$ cat src/conv_pkg.sv
package conv_pkg;

  // Pixel lanes and weights carried by one input beat
  localparam int UNITS   = 4;
  localparam int MEMBERS = 4;

  // Signed operand width and accumulated sum width, sums wrap modulo 2**24
  localparam int WORD_WIDTH     = 8;
  localparam int WORD_WIDTH_ACC = 24;

  // Register stages inside the multiplier and the accumulator
  localparam int LATENCY_MULTIPLIER  = 2;
  localparam int LATENCY_ACCUMULATOR = 1;

  // User field on the input and output streams
  localparam int TUSER_WIDTH_CONV_IN  = 1;
  localparam int TUSER_WIDTH_CONV_OUT = 1;
  localparam int I_IS_LRELU           = 0;

  // Occupancy of the output slice
  typedef enum logic [1:0] {
    slice_empty,
    slice_one,
    slice_two
  } slice_state_e;

endpackage

$ cat src/slice_conv_active.sv
`timescale 1ns/10ps

module slice_conv_active
  import conv_pkg::*;
(
  input  logic                                      aclk,
  input  logic                                      reset,
  input  logic                                      s_axis_tvalid,
  output logic                                      s_axis_tready,
  input  logic [MEMBERS*UNITS*WORD_WIDTH_ACC-1:0]   s_axis_tdata,
  input  logic [TUSER_WIDTH_CONV_OUT-1:0]           s_axis_tuser,
  input  logic                                      s_axis_tlast,
  output logic                                      m_axis_tvalid,
  input  logic                                      m_axis_tready,
  output logic [MEMBERS*UNITS*WORD_WIDTH_ACC-1:0]   m_axis_tdata,
  output logic [TUSER_WIDTH_CONV_OUT-1:0]           m_axis_tuser,
  output logic                                      m_axis_tlast
);

  slice_state_e                             state;
  slice_state_e                             state_next;
  logic                                     accept;
  logic                                     pop;
  logic                                     load_out_in;
  logic                                     load_out_skid;
  logic                                     load_skid;
  logic [MEMBERS*UNITS*WORD_WIDTH_ACC-1:0]  skid_data;
  logic [TUSER_WIDTH_CONV_OUT-1:0]          skid_user;
  logic                                     skid_last;

  assign accept = s_axis_tvalid && s_axis_tready;
  assign pop    = m_axis_tvalid && m_axis_tready;

  always_comb begin
    state_next = state;
    case (state)
      slice_empty: begin
        if (accept) begin
          state_next = slice_one;
        end
      end
      slice_one: begin
        if (accept && !pop) begin
          state_next = slice_two;
        end else if (!accept && pop) begin
          state_next = slice_empty;
        end
      end
      slice_two: begin
        if (pop) begin
          state_next = slice_one;
        end
      end
      default: state_next = slice_empty;
    endcase
  end

  // Ready and valid come straight from flops, decoded from the next state
  always_ff @(posedge aclk) begin
    if (reset) begin
      state         <= slice_empty;
      s_axis_tready <= 1'b1;
      m_axis_tvalid <= 1'b0;
    end else begin
      state         <= state_next;
      s_axis_tready <= (state_next != slice_two);
      m_axis_tvalid <= (state_next != slice_empty);
    end
  end

  assign load_out_in   = accept && (state == slice_empty || (state == slice_one && pop));
  assign load_out_skid = pop && (state == slice_two);
  assign load_skid     = accept && !pop && (state == slice_one);

  always_ff @(posedge aclk) begin
    if (load_out_in) begin
      m_axis_tdata <= s_axis_tdata;
      m_axis_tuser <= s_axis_tuser;
      m_axis_tlast <= s_axis_tlast;
    end else if (load_out_skid) begin
      m_axis_tdata <= skid_data;
      m_axis_tuser <= skid_user;
      m_axis_tlast <= skid_last;
    end
  end

  // Skid entry catches the beat that lands while the output is stuck
  always_ff @(posedge aclk) begin
    if (load_skid) begin
      skid_data <= s_axis_tdata;
      skid_user <= s_axis_tuser;
      skid_last <= s_axis_tlast;
    end
  end

endmodule
$ cat config.mk
export PLATFORM = sky130hd
export DESIGN_NAME = slice_conv_active
export DESIGN_NICKNAME = d
export VERILOG_FILES = /design/src/conv_pkg.sv /design/src/slice_conv_active.sv
export SDC_FILE = /design/constraint.sdc
export NUM_CORES = 1
export LEC_CHECK = 0
export BUFFER_PORTS_ARGS = -buffer_cell sky130_fd_sc_hd__buf_2
export CAP_MARGIN = 15
export CORE_AREA = 8 8 298 300
export DETAILED_ROUTE_END_ITERATION = 16
export DIE_AREA = 0 0 306 308
export HOLD_SLACK_MARGIN = 0.02
export SYNTH_ARGS = -nofsm -noshare
export SYNTH_HDL_FRONTEND = slang
export SYNTH_SLANG_ARGS = --single-unit
export TNS_END_PERCENT = 100
$ cat constraint.sdc
create_clock -name aclk -period 75.2 [get_ports aclk]
set_clock_uncertainty 0.05 [all_clocks]
set_input_delay 11.28 -clock aclk [delete_from_list [all_inputs] [get_ports aclk]]
set_output_delay 11.28 -clock aclk [all_outputs]
set_load 0.1 [all_outputs]
* Word-level counts from Yosys, hierarchy flattened
Cells that the tools add are included.
** Cells by class
- Add/sub/neg operators :: 0
- Multiply operators :: 0
- Divide/modulo/power cells :: 0
- Magnitude comparators :: 0
- Eq/ne operators :: 3
- Shifts and indexed selects :: 0
- Muxes and demuxes :: 11
- Bitwise logic cells :: 0
- Reduce and logical (&&, ||, !) cells :: 14
** Operators with widths (count)
- two-way mux 384 bit :: 2
- logical AND 1 bit :: 8
- two-way mux 2 bit :: 4
- case mux 2 bit (3 select lines) :: 1
- two-way mux 1 bit :: 4
- nonzero test 2 bit :: 2
- == test 2 x 1 -> 1 bit (second input constant) :: 1
- == test 2 bit (second input constant) :: 1
- logical NOT 1 bit :: 2
- logical NOT 2 bit :: 1
- inequality test 2 bit (second input constant) :: 1
- logical OR 1 bit :: 1
** Storage, ports and cells
- Register bits :: 776
- Latch bits :: 0
- RAM bits :: 0
- Memory bits (read-only) :: 0
- Output and inout port bits :: 388
- Logic and storage cells :: 37
- Memories kept :: 0

* Depth between registers and ports, before layout
- Depth after elaboration :: 7
- Gate-level depth with buffers :: 6
- Gate-level depth less buffers :: 3

* Least setup slack after synthesis
Ideal clock, no wire load.
- Path type :: input port to flip-flop
- Start :: in m_axis_tready
- End :: reg skid_data[0], enable pin
- Library setup time :: 1.688 ns
- Data arrival time :: 39.286 ns
- Data required time :: 73.462 ns
- Setup slack :: 34.177 ns
- Stages on the path :: 2
- Path buffers :: 0
- Path through :: a21boi_2 -> nor3b_1
** Between the ends
- Longest elaborated chain between the ends :: 4
** RTL lines
- from (decl) :: line slice_conv_active.sv:14 : input logic m_axis_tready,
- logical AND 1 bit :: line slice_conv_active.sv:32 : assign pop = m_axis_tvalid && m_axis_tready;
- logical NOT 1 bit :: line slice_conv_active.sv:73 : assign load_skid = accept && !pop && (state == slice_one);
- logical AND 1 bit (2 in series) :: line slice_conv_active.sv:73
- named net load_skid :: line slice_conv_active.sv:26 : logic load_skid;
- to (signal assigned) :: line slice_conv_active.sv:90 : skid_data <= s_axis_tdata;
- to (decl) :: line slice_conv_active.sv:27 : logic [MEMBERS*UNITS*WORD_WIDTH_ACC-1:0] skid_data;
The timed path passes the listed nets, and every way through them passes these cells.
A chain may end at the register's enable or synchronous reset.

* Final worst setup path
- Start :: in m_axis_tready
- End :: reg m_axis_tdata[115], enable pin
** Between the ends
- Longest elaborated chain between the ends :: 5
- Elaborated cells between the ends (all ways) :: 6
** RTL lines
- logical AND 1 bit (*) :: line slice_conv_active.sv:32
- logical AND 1 bit :: line slice_conv_active.sv:71 : assign load_out_in = accept && (state == slice_empty || (state == slice_one && pop));
- logical OR 1 bit :: line slice_conv_active.sv:71
- logical AND 1 bit :: line slice_conv_active.sv:71
- nonzero test 2 bit (no source line) (*)
- to (signal assigned) :: line slice_conv_active.sv:77 : m_axis_tdata <= s_axis_tdata;
- to (signal assigned) :: line slice_conv_active.sv:81 : m_axis_tdata <= skid_data;
- to (decl) :: line slice_conv_active.sv:15 : output logic [MEMBERS*UNITS*WORD_WIDTH_ACC-1:0] m_axis_tdata,
Every way passes the cells marked *; elsewhere a longest branch is shown, timed or not.

==> impl_metrics.toml <==
[clock_tree]
post-cts-setup-buffers = 0
cts.sinks = 776
cts_root_buf = "sky130_fd_sc_hd__clkbuf_16"
cts_hold_repair.buffers = 0
clk_pin_slew_worst_setup_hold_paths_ns = 0.06
insertion_delay_ns = 0.63
postCtsResizedCells = 0
cts.path.max_buffers = 3
cts.htree.levels = 3
clock_tree_from_tritoncts = "yes"
cts-buffers-inserted = 84

[pwr]
static-leakage-power_nw = 14.59
power_per_cell_area_nw_per_um2 = 33.98
vdd_ir_drop_max_mv = 0.01807

[synth]
post_synth_most_frequent_cells = "sky130_fd_sc_hd__edfxtp_1, sky130_fd_sc_hd__mux2_4, sky130_fd_sc_hd__mux2_2, sky130_fd_sc_hd__buf_6, sky130_fd_sc_hd__buf_8"
ys.flop_type = "sky130_fd_sc_hd__edfxtp_1"
share_of_the_synthesized_area_in_the_top_cell_type = 0.7868
postSynthNetCount = 1611
async_flop_share = 0
synth.yosys.warnings = 0
synth.avg_cell_area_um2 = 24.13
ys_seq_elements = 776
netlist_instances = 1221
synthDominantAreaCellType = "sky130_fd_sc_hd__edfxtp_1"
synth_seq_area_share = 0.7895
synth-edff-count = 772
synth_top_cells_by_area = "sky130_fd_sc_hd__edfxtp_1, sky130_fd_sc_hd__mux2_4, sky130_fd_sc_hd__mux2_2"
cell_area_synth_um2 = 29460
synth.lib_cells_used.distinct = 20
yosys.cell_count.top_type = "sky130_fd_sc_hd__edfxtp_1"

[routing]
postRouteWirelength_mm = 72.67
dr.first_iter.drc_count = 888
first_pass_iters = 4
route.detailed.vias_per_inst = 4.515
drt_drc_violations_left = 0
vias = 14620
wire_per_inst_um = 22.44
detail-route-antenna-nets = 0

[global_route]
antenna_found_initial = 34
first_global_vias = 16130
grt_pass1_wl_mm = 105.4
overflow = 0
grt_start_max_net_pins = 152
grt.total_usage = 0.1469

[timing]
relSlewSlack = 0.2939
setup_total_negative_slack_ns = 0
final_setup_violation_count = 0
worst_pin_slew_ns = 1.059
max_freq_mhz = 67.21
unrepaired_setup_endpoints_after_global_routing = "false"
number_of_endpoints_with_negative_hold_slack_in_the_final_report = 0
period_needed_ns = 14.88
post-route-period-util = 0.1978
report.final.slew_viol_count = 0

[worst_setup_path]
critical_path.startpoint_type = "input pin"
critical_path.endpoint = "m_axis_tdata[115]"
critical_path_arrival_ns = 15.06
worst-setup-path-type = "input pin to register"
crit_required_ns = 75.38
worst-r2r-setup-slack_ns = 70.63
worstPathMaxFanout = 71
cp-end-kind = "register"
critPathLaunch = "m_axis_tready"
worst_r2r_startpoint = "m_axis_tvalid"
ff2ff_path_depth = 6
crit-reg2reg-capture = "m_axis_tdata[115]"

[final_layout]
fill_cells = 7280
layout_top_registers = "m_axis_tdata x384, skid_data x384, state x2"
final_nets = 2446
share_of_final_layout_standard_cells_stronger_than_drive_strength_1 = 0.6142
flow.area_growth_from_synthesis_pct = 26.54
post_layout_util = 0.4427

[floorplanning]
die_h_um = 308
dieArea_um2 = 94250
fp-row-count = 107
start_util = 0.3499
ioPinCount = 778
die_width_um = 306
core_area_um2 = 84210

[outcome]
outcome = "finished, final reports clean"

[place]
post-dp-hpwl_mm = 51.57
count_of_port_buffers_added_during_placement = 777
gp_congestion = 0.8117

[min_path]
hold_class = "register to register"
cells_on_worst_hold_path = 1

[flow_run]
timing.max_cap.violations = 0
through the flow:
step | area [µm²] | hold slack (ns) | std cells | worst slack [ns] | total power [mW]
finish | 37280 | 0.4740 | 3238 | 60.32 | 1.267
global route | 37260 | 0.4882 | 3229 | 59.96 | 1.309
CTS | 37220 | 0.4767 | 3213 | 60.21 | 1.285
detailed placement | 34390 | 0.4829 | 3060 | 59.52 | 0.8539
global placement | 34390 | 0.4492 | 3060 | 59.56 | 0.8510
floorplan | 29460 | 0.4302 | 1221 | 34.18 | 0.8195
final cells by class:
cell class              instances  area (µm²)  share of cell area
well taps                    1090        1364             0.03658
multi-input cells             401        5718              0.1534
repair buffers                792        4039              0.1083
clock buffers                 103        2195             0.05886
inverters                       1       3.754           0.0001007
clock inverters                50       639.4             0.01715
diodes                         25       62.56            0.001678
flip-flops and latches        776       23260              0.6239
cell usage in the layout (no fill, tap or decap):
cell,n
sky130_fd_sc_hd__inv_1,1
sky130_fd_sc_hd__a21boi_2,1
sky130_fd_sc_hd__clkinv_2,15
sky130_fd_sc_hd__dfxtp_1,4
sky130_fd_sc_hd__mux2_4,329
sky130_fd_sc_hd__inv_6,3
sky130_fd_sc_hd__buf_12,3
sky130_fd_sc_hd__o21ai_0,1
sky130_fd_sc_hd__nor3b_1,1
sky130_fd_sc_hd__edfxtp_1,772
sky130_fd_sc_hd__bufinv_16,13
sky130_fd_sc_hd__nand4_1,1
sky130_fd_sc_hd__a41o_4,1
sky130_fd_sc_hd__a21oi_1,1
sky130_fd_sc_hd__a211o_1,1
sky130_fd_sc_hd__diode_2,25
sky130_fd_sc_hd__buf_4,12
sky130_fd_sc_hd__inv_8,1
sky130_fd_sc_hd__clkbuf_1,18
sky130_fd_sc_hd__and4b_1,1
sky130_fd_sc_hd__clkinvlp_4,1
sky130_fd_sc_hd__inv_16,4
sky130_fd_sc_hd__nor3b_2,1
sky130_fd_sc_hd__buf_2,777
sky130_fd_sc_hd__clkbuf_16,85
sky130_fd_sc_hd__nor3_4,1
sky130_fd_sc_hd__mux2_2,57
sky130_fd_sc_hd__a211oi_1,2
sky130_fd_sc_hd__nand2_1,2
sky130_fd_sc_hd__nor4bb_1,1
sky130_fd_sc_hd__clkinv_1,13
cell families (layout without fill, tap and decap cells):
kind of cell | after synthesis | after routing | synth area share
buf+inv | 44 | 946 | 0.01716
mux | 386 | 386 | 0.1894
other cells | 0 | 25 | 0
simple gates | 8 | 8 | 0.001996
flops | 776 | 776 | 0.7895
compound gates | 7 | 7 | 0.001868
metal layers:
metal  part of all wire  vias to the layer above  GRT usage
met5            0.00091                        -          0
met2               0.51                      601     0.2520
met1               0.36                     7252     0.1580
li1                   -                     6628          -
met3               0.11                      130    0.06459
met4              0.031                       10    0.06117
where the power goes:
part / leakage (nW) / switching (mW) / total [mW] / internal [mW]
clock network: 1.39 / 0.171 / 0.426 / 0.254
logic: 5.95 / 0.239 / 0.304 / 0.0647
registers: 7.24 / 0.0106 / 0.537 / 0.527
critical path, stage by stage:
cell and delay (ns):
sky130_fd_sc_hd__buf_2 0.14, sky130_fd_sc_hd__a21boi_2 0.10, sky130_fd_sc_hd__nor3_4 0.26, sky130_fd_sc_hd__a41o_4 0.70
sky130_fd_sc_hd__buf_4 0.71, sky130_fd_sc_hd__buf_4 0.81, sky130_fd_sc_hd__buf_4 0.86
worst min path at each step:
| stage | start | to | slack (ns) |
|---|---|---|---|
| after CTS | skid_data[352] | m_axis_tdata[352] | 0.48 |
| final | skid_data[70] | m_axis_tdata[70] | 0.47 |
| after global routing | skid_data[289] | m_axis_tdata[289] | 0.49 |
| after detailed placement | skid_data[350] | m_axis_tdata[350] | 0.48 |
| after floorplan | state[0] | m_axis_tvalid | 0.43 |
| after global placement | state[0] | m_axis_tvalid | 0.45 |
(Power assumes the default switching activity.)
