===== config.mk =====
export PLATFORM = sky130hd
export DESIGN_NAME = conv_engine
export DESIGN_NICKNAME = d
export VERILOG_FILES = /design/src/conv_pkg.sv /design/src/conv_accumulator.sv /design/src/conv_engine.sv /design/src/conv_multiplier.sv
export SDC_FILE = /design/constraint.sdc
export NUM_CORES = 2
export LEC_CHECK = 0
export BUFFER_PORTS_ARGS = -buffer_cell sky130_fd_sc_hd__buf_2
export CORE_ASPECT_RATIO = 1.75
export CORE_MARGIN = 1
export CORE_UTILIZATION = 55
export DETAILED_ROUTE_END_ITERATION = 7
export HOLD_SLACK_MARGIN = 0.08
export PLACE_DENSITY_LB_ADDON = 0.08
export SLEW_MARGIN = 10
export SYNTH_ARGS = -nofsm -noshare
export SYNTH_HDL_FRONTEND = slang
export SYNTH_SLANG_ARGS = --single-unit

===== constraint.sdc =====
create_clock -name aclk -period 13.95 [get_ports aclk]
set_input_delay 1.395 -clock aclk [delete_from_list [all_inputs] [get_ports aclk]]
set_output_delay 1.395 -clock aclk [all_outputs]
set_load 0.01 [all_outputs]

===== src/conv_pkg.sv =====
package conv_pkg;

  // Pixel lanes and weights carried by one input beat
  localparam int UNITS   = 4;
  localparam int MEMBERS = 4;

  // Signed operand width and accumulated sum width, sums wrap modulo 2**24
  localparam int WORD_WIDTH     = 8;
  localparam int WORD_WIDTH_ACC = 24;

  // Register stages inside the multiplier and the accumulator
  localparam int LATENCY_MULTIPLIER  = 2;
  localparam int LATENCY_ACCUMULATOR = 1;

  // User field on the input and output streams
  localparam int TUSER_WIDTH_CONV_IN  = 1;
  localparam int TUSER_WIDTH_CONV_OUT = 1;
  localparam int I_IS_LRELU           = 0;

  // Occupancy of the output slice
  typedef enum logic [1:0] {
    slice_empty,
    slice_one,
    slice_two
  } slice_state_e;

endpackage


===== src/conv_accumulator.sv =====
`timescale 1ns/10ps

module conv_accumulator
  import conv_pkg::*;
(
  input  logic                               aclk,
  input  logic                               clken,
  input  logic                               reset,
  input  logic                               valid,
  input  logic                               last,
  input  logic signed [2*WORD_WIDTH-1:0]     product,
  output logic                               sum_valid,
  output logic signed [WORD_WIDTH_ACC-1:0]   sum
);

  logic                             first;
  logic signed [WORD_WIDTH_ACC-1:0] product_ext;

  assign product_ext = {{(WORD_WIDTH_ACC - 2*WORD_WIDTH){product[2*WORD_WIDTH-1]}}, product};

  // The first valid product after a last beat starts a new run
  always_ff @(posedge aclk) begin
    if (reset) begin
      first     <= 1'b1;
      sum_valid <= 1'b0;
    end else if (clken) begin
      sum_valid <= valid && last;
      if (valid) begin
        first <= last;
      end
    end
  end

  // Invalid beats leave the running sum untouched
  always_ff @(posedge aclk) begin
    if (clken && valid) begin
      if (first) begin
        sum <= product_ext;
      end else begin
        sum <= sum + product_ext;
      end
    end
  end

endmodule


===== src/conv_engine.sv =====
`timescale 1ns/10ps

module conv_engine
  import conv_pkg::*;
(
  input  logic                                      aclk,
  input  logic                                      clken,
  input  logic                                      reset,
  input  logic                                      s_valid,
  input  logic                                      s_last,
  input  logic [TUSER_WIDTH_CONV_IN-1:0]            s_user,
  input  logic [UNITS*WORD_WIDTH-1:0]               s_data_pixels,
  input  logic [MEMBERS*WORD_WIDTH-1:0]             s_data_weights,
  output logic                                      m_valid,
  output logic                                      m_last,
  output logic [TUSER_WIDTH_CONV_OUT-1:0]           m_user,
  output logic [MEMBERS*UNITS*WORD_WIDTH_ACC-1:0]   m_data
);

  logic [LATENCY_MULTIPLIER-1:0]                        valid_pipe;
  logic [LATENCY_MULTIPLIER+LATENCY_ACCUMULATOR-1:0]    last_pipe;
  logic [LATENCY_MULTIPLIER+LATENCY_ACCUMULATOR-1:0]    user_pipe;
  logic [MEMBERS*UNITS-1:0]                             sum_valid;
  logic                                                 acc_valid;
  logic                                                 acc_last;

  // Valid travels beside the products and stops at the accumulators
  always_ff @(posedge aclk) begin
    if (reset) begin
      valid_pipe <= '0;
    end else if (clken) begin
      valid_pipe <= {valid_pipe[LATENCY_MULTIPLIER-2:0], s_valid};
    end
  end

  // Last and user ride on through the accumulator stage to line up with the sums
  always_ff @(posedge aclk) begin
    if (reset) begin
      last_pipe <= '0;
    end else if (clken) begin
      last_pipe <= {last_pipe[LATENCY_MULTIPLIER+LATENCY_ACCUMULATOR-2:0], s_last};
    end
  end

  always_ff @(posedge aclk) begin
    if (clken) begin
      user_pipe <= {user_pipe[LATENCY_MULTIPLIER+LATENCY_ACCUMULATOR-2:0], s_user[I_IS_LRELU]};
    end
  end

  assign acc_valid = valid_pipe[LATENCY_MULTIPLIER-1];
  assign acc_last  = last_pipe[LATENCY_MULTIPLIER-1];

  // Every pixel lane meets every weight
  for (genvar m = 0; m < MEMBERS; m++) begin : g_member
    for (genvar u = 0; u < UNITS; u++) begin : g_unit
      logic signed [2*WORD_WIDTH-1:0] product;

      conv_multiplier mul (
        .aclk  (aclk),
        .clken (clken),
        .a     (s_data_pixels[u*WORD_WIDTH +: WORD_WIDTH]),
        .b     (s_data_weights[m*WORD_WIDTH +: WORD_WIDTH]),
        .p     (product)
      );

      conv_accumulator acc (
        .aclk      (aclk),
        .clken     (clken),
        .reset     (reset),
        .valid     (acc_valid),
        .last      (acc_last),
        .product   (product),
        .sum_valid (sum_valid[m*UNITS+u]),
        .sum       (m_data[(m*UNITS+u)*WORD_WIDTH_ACC +: WORD_WIDTH_ACC])
      );
    end
  end

  // All accumulators strobe together
  assign m_valid = &sum_valid;
  assign m_last  = last_pipe[LATENCY_MULTIPLIER+LATENCY_ACCUMULATOR-1];

  always_comb begin
    m_user             = '0;
    m_user[I_IS_LRELU] = user_pipe[LATENCY_MULTIPLIER+LATENCY_ACCUMULATOR-1];
  end

endmodule


===== src/conv_multiplier.sv =====
`timescale 1ns/10ps

module conv_multiplier
  import conv_pkg::*;
(
  input  logic                           aclk,
  input  logic                           clken,
  input  logic signed [WORD_WIDTH-1:0]   a,
  input  logic signed [WORD_WIDTH-1:0]   b,
  output logic signed [2*WORD_WIDTH-1:0] p
);

  logic signed [WORD_WIDTH-1:0]   a_q;
  logic signed [WORD_WIDTH-1:0]   b_q;
  logic signed [2*WORD_WIDTH-1:0] p_q [LATENCY_MULTIPLIER-1];

  // Operand registers form the first stage, product registers the rest
  always_ff @(posedge aclk) begin
    if (clken) begin
      a_q <= a;
      b_q <= b;
    end
  end

  always_ff @(posedge aclk) begin
    if (clken) begin
      p_q[0] <= a_q * b_q;
    end
  end

  // Extra output stages only exist when the latency is raised above two
  for (genvar i = 1; i < LATENCY_MULTIPLIER - 1; i++) begin : g_stage
    always_ff @(posedge aclk) begin
      if (clken) begin
        p_q[i] <= p_q[i-1];
      end
    end
  end

  assign p = p_q[LATENCY_MULTIPLIER-2];

endmodule


* Word-level counts from Yosys, hierarchy flattened
Memory sizes are Yosys's and may differ from the RTL's.
Cells that the tools add are included.
** Word-level totals
- Logic and storage cells :: 98
- Memories :: 16
- Flip-flop bits (word level) :: 458
- Output and inout port bits :: 387
- RAM bits :: 256
- Input port bits :: 70
** Memories
- g_member[0].g_unit[0].mul.p_q :: words 1, width 16, rd ports 1, clocked after memory_dff 0, write ports 1, line conv_multiplier.sv:15 : logic signed [2*WORD_WIDTH-1:0] p_q [LATENCY_MULTIPLIER-1];
- g_member[0].g_unit[1].mul.p_q :: words 1, width 16, rd ports 1, clocked after memory_dff 0, write ports 1, line conv_multiplier.sv:15
- g_member[0].g_unit[2].mul.p_q :: words 1, width 16, rd ports 1, clocked after memory_dff 0, write ports 1, line conv_multiplier.sv:15
- g_member[0].g_unit[3].mul.p_q :: words 1, width 16, rd ports 1, clocked after memory_dff 0, write ports 1, line conv_multiplier.sv:15
- g_member[1].g_unit[0].mul.p_q :: words 1, width 16, rd ports 1, clocked after memory_dff 0, write ports 1, line conv_multiplier.sv:15
- g_member[1].g_unit[1].mul.p_q :: words 1, width 16, rd ports 1, clocked after memory_dff 0, write ports 1, line conv_multiplier.sv:15
- 10 more memories
** Operators by class
- Add/subtract/negate cells :: 16
- Multiplexer cells :: 18
- Multiply operators :: 16
- Reductions and logical operators :: 3
** Operators with widths (number)
- $add 24x16->24 :: 16
- $mux 24 :: 16
- $mul 8x8->16 :: 16
- $logic_and 1x1->1 :: 2
- $mux 1 :: 2
- $reduce_and 2->1 :: 1

* Longest topological paths before layout
- Depth after elaboration :: 2
- Mapped depth :: 21
- Mapped depth without buffers :: 20

* By module
From an unflattened synthesis, not the netlist that was laid out.
** Unflattened totals
- Cells, all modules :: 9279
- Area total of the unflattened synthesis :: 93651.1 µm²
** By module, submodules not included
- conv_accumulator at g_member[0].g_unit[0].acc ... :: instances 15, sequential area each 760.7 µm², cells each 262, area an instance 2353.5 µm²
- conv_multiplier at g_member[0].g_unit[0].mul ... :: instances 10, sequential area each 960.9 µm², cells each 316, area an instance 3473.3 µm²
- conv_multiplier at g_member[2].g_unit[3].mul ... :: instances 4, sequential area each 960.9 µm², cells each 316, area an instance 3472.1 µm²
- conv_multiplier at g_member[2].g_unit[2].mul :: instances 1, sequential area each 960.9 µm², cells each 318, area an instance 3495.9 µm²
- conv_multiplier at g_member[3].g_unit[3].mul :: instances 1, sequential area each 960.9 µm², cells each 313, area an instance 3467.1 µm²
- conv_accumulator at g_member[3].g_unit[3].acc :: instances 1, sequential area each 760.7 µm², cells each 270, area an instance 2459.9 µm²
- conv_engine :: instances 1, sequential area each 190.2 µm², cells each 24, area an instance 304.0 µm²

* Worst setup path before layout
No wires, ideal clock.
- Kind :: in2reg
- Start :: input port clken
- End :: register g_member[2].g_unit[1].acc.first
- Cell stages on the path :: 4
- Path slack :: 2.496 ns
- Required time :: 13.757 ns
- Buffers on the path :: 1
- Arrival :: 11.261 ns
- Library setup time :: 0.193 ns
- Path through :: clkbuf_1 > and2_1 > nand2_1 > o211ai_1
** Between the ends
- Longest elaborated chain between the ends :: 1
** Ends and longest elaborated chain
- start, declared :: line conv_engine.sv:7 : input logic clken,
- $reduce_and 2->1 (no line)
- end signal, assigned :: line conv_accumulator.sv:29 : first <= last;
- end, declared :: line conv_accumulator.sv:16 : logic first;
Every way passes these cells.
A chain may end at the register's enable or synchronous reset.

==> run metrics <==
HPWL after detailed placement=157 mm; Mapped Cells=8,353; slew of the pin with the lowest slew margin=1.08 ns; worst endpoint data arrival time=5.83 ns; slowest library cell on the worst path=sky130_fd_sc_hd__edfxtp_1; Post-synth top cells=1,467 x sky130_fd_sc_hd__inv_1, 896 x sky130_fd_sc_hd__fa_1, 832 x sky130_fd_sc_hd__ha_1, 707 x sky130_fd_sc_hd__edfxtp_1, 690 x sky130_fd_sc_hd__and2_1; async set-reset flop share out of synthesis=0; result of the run=finished clean; PostCTS Resize Cnt=0; worst path cell trace=clkinv_1, buf_4, nor2_1, fa_1, fa_1, fa_1, inv_1, fa_1, inv_1, ha_1, a21boi_0, o21ai_0, a21boi_0, o21ai_0, nand2b_1, a21o_1, a21oi_1, xnor2_1; sum of negative setup slack=0 ns; first-iteration detailed-routing DRC count=2,451; register bit count reported by yosys=714; Clock Skew=0.0455 ns; Max clock buf depth=3; boundary pin count=457; met3 routed wirelength=8.79 mm; flop-to-flop setup slack=8.57 ns; number of iterations in the first detailed-routing pass=5; data required time of the worst path=14.40 ns; portion of the clock cycle consumed by the worst path in the final layout=0.386; most frequently used cell type in the post-synthesis netlist=sky130_fd_sc_hd__inv_1; Syn. warnings=0; Fmax=186 MHz; top cell type by total area after synthesis=sky130_fd_sc_hd__edfxtp_1; xor/xnor share of the synthesized area=0.0591; cell mode on critical path=sky130_fd_sc_hd__fa_1; I/O Buffers=456; Routed met1 length=74.8 mm; endpoint of the lowest-slack register-to-register path=g_member[0].g_unit[2].mul.p_q[0][14]; critical hold path startpoint=user_pipe[1]; R2R cell count=18; number of hold-slack violations in the final timing report=0; dominant combinational cell family by area after synthesis=adder cells; detail-routed via count per cell=5.48; fraction of the mapped netlist area in compound gates=0.111; Setup crit start=g_member[0].g_unit[3].mul.b_q[7]; synthesis-to-layout area growth=8.58%; top post-synthesis cells by area=sky130_fd_sc_hd__edfxtp_1 26%, sky130_fd_sc_hd__fa_1 22%, sky130_fd_sc_hd__ha_1 13%, sky130_fd_sc_hd__inv_1 6.8%, sky130_fd_sc_hd__and2_1 5.3%; initial core utilization=0.555; dominant synthesized flop cell=sky130_fd_sc_hd__edfxtp_1; Post-CTS Setup Bufs=0; count of flip-flops with a built-in enable after synthesis=707; power density cells=211 nW/um2; max-capacitance violation count=0; post-layout min period=5.38 ns; H-Tree Depth=3; post-synth net total=10,200; count of final max-slew check failures=0; longest individual stage delay on the worst path=0.71 ns; adder-cell area share of the yosys netlist=0.348; CTS Root Cell=sky130_fd_sc_hd__clkbuf_16; global-route wire length before repair=326 mm; mean cell area of the mapped netlist=9.75 um2; antenna violations before repair=11; nets@finish=10,500; Hold WC Path Type=reg2reg; Worst Setup Slack post-DPL=8.57 ns; RSZ-0062 raised after global routing=false; die area=150,000 um2; DRT Wirelength=202 mm; Synth Cell Area=81,500 um2; Hold EP=user_pipe[2]; remaining design rule violation count=0; post-synthesis sequential area ratio=0.262; via count of the first global-routing pass=62,800; cell class contributing the biggest share of worst-path delay=adder cells; number of buffers created by CTS=79; clk sinks=714; WL/cell=18.8 um; post-synthesis simple-gate area fraction=0.131; Clk pin slew, worst setup/hold paths=0.07 ns; largest net degree at the start of global routing=170; die extent in y=511 um; smallest setup slack after layout=8.57 ns; die span in x=293 um; fraction of layout cells with a size suffix above 1=0.0849; critical path class=reg2reg; insertion delay of the later-clocked pin in the worst-skew pair=0.72 ns; area of the core=147,000 um2; all-layer global routing usage=0.276; kind of end point of the critical path=flop; number of buffers and inverters on the critical path=4; multiplexer share of the synthesized area=0.00798; reg2reg start=g_member[0].g_unit[3].mul.b_q[7]; Distinct cells, synth=94; leakage dissipation=41.2 nW; overall via count from detail_route=58,800; area share of the leading cell type in the synthesized netlist=0.261; row count=186; global-route congestion overflow total=0; crit path max fanout=18; maximum vdd ir drop=0.150 mV; CTS tree=built; hold-fix buffer count after cts=0; total setup violations reported at the end of the flow=0; number of routed nets with antenna violations=0; headroom to the max-slew limit=0.280; last weighted congestion value of the routability-driven placer=0.923; wire length on met2=109 mm; Critical Path Source Type=flop; Min-Delay Path Depth=0; top layer in use=met5
placed cells by master, fill, tap and decap left out, drive strengths merged, types with 14 or more instances in the layout:
cell    Yosys  layout
nor3       70      70
o31ai      44      44
nor2      278     278
a21oi     343     343
or2        14      14
mux2i      29      29
a21boi     43      43
nor4       15      15
buf         7     538
clkbuf    274      91
nand2     660     660
edfxtp    707     707
a31oi      34      34
nand3      69      69
or3        20      20
nand2b     83      83
and3       32      32
xor2      188     188
xnor2     362     362
inv      1467    1471
clkinv      1      38
o211ai     28      28
nor2b     106     106
nand4      32      32
and2      690     690
o21bai     72      72
o21ai     515     515
mux2       32      32
o21a       48      48
ha        832     832
a21o      185     185
fa        896     896
a211oi     26      26
registers in the layout (all words and copies together) (netlist names):
name,flops
user_pipe,3
g_member.g_unit.mul.a_q,32
last_pipe,3
g_member.g_unit.acc.sum_valid,1
g_member.g_unit.acc.sum,384
g_member.g_unit.acc.first,1
g_member.g_unit.mul.p_q,256
g_member.g_unit.mul.b_q,32
valid_pipe,2
worst max path at each step:
stage / end / slack (ns) / cells past startpoint
2_1_floorplan: g_member[2].g_unit[1].acc.first / 2.50 / 4
3_3_place_gp: g_member[0].g_unit[3].mul.p_q[0][14] / 8.60 / 17
3_5_place_dp: g_member[0].g_unit[2].mul.p_q[0][14] / 8.57 / 18
4_1_cts: g_member[0].g_unit[2].mul.p_q[0][14] / 8.54 / 18
5_1_grt: g_member[0].g_unit[3].mul.p_q[0][14] / 8.22 / 17
6_report: g_member[0].g_unit[2].mul.p_q[0][14] / 8.57 / 18
cell type report:
class / instances / area [um2]
clock buffers: 91 / 2020
clock inverters: 54 / 603
diodes: 4 / 10.0
multi-input cells: 5890 / 53500
inverters: 1468 / 5510
flip-flops and latches: 714 / 21400
well taps: 1974 / 2470
repair buffers: 538 / 2930
fillers: 12700 / 58400
worst register-to-register path: stages, from the launching register on:
cell,delay [ns]
sky130_fd_sc_hd__edfxtp_1,0.71
sky130_fd_sc_hd__clkinv_1,0.43
sky130_fd_sc_hd__buf_4,0.33
sky130_fd_sc_hd__nor2_1,0.15
sky130_fd_sc_hd__fa_1,0.44
sky130_fd_sc_hd__fa_1,0.46
sky130_fd_sc_hd__fa_1,0.49
sky130_fd_sc_hd__inv_1,0.05
sky130_fd_sc_hd__fa_1,0.47
sky130_fd_sc_hd__inv_1,0.04
sky130_fd_sc_hd__ha_1,0.29
sky130_fd_sc_hd__a21boi_0,0.15
sky130_fd_sc_hd__o21ai_0,0.25
sky130_fd_sc_hd__a21boi_0,0.16
sky130_fd_sc_hd__o21ai_0,0.18
sky130_fd_sc_hd__nand2b_1,0.11
sky130_fd_sc_hd__a21o_1,0.18
sky130_fd_sc_hd__a21oi_1,0.16
sky130_fd_sc_hd__xnor2_1,0.08
kinds of logic after synthesis:
family          Yosys count
simple gates           2100
fa+ha+maj              1728
buf+inv                1749
flops                   714
mux                      61
xor+xnor                550
compound gates         1451
through the flow:
stage | hold slack, ns | power, mW | utilization | std cells | instance area [um2]
after floorplan | 0.400 | 13.4 | - | 8353 | 81500
after global placement | 0.411 | 16.3 | 0.585 | 10600 | 85800
after detailed placement | 0.407 | 16.6 | 0.585 | 10600 | 85800
after CTS | 0.433 | 18.9 | 0.602 | 10700 | 88500
after global routing | 0.456 | 20.6 | 0.602 | 10700 | 88500
final | 0.431 | 18.7 | 0.602 | 10700 | 88500
power by group:
| part | internal, mW | switching [mW] |
|---|---|---|
| Combinational | 5.48 | 7.09 |
| Clock | 1.22 | 0.986 |
| Sequential | 3.46 | 0.421 |
per-layer routing:
metal | track usage | up-vias
li1 | - | 28000
met1 | 0.302 | 29200
met2 | 0.526 | 1217
met3 | 0.0362 | 397
met4 | 0.119 | 8
met5 | 0 | -
(Power assumes the default switching activity.)
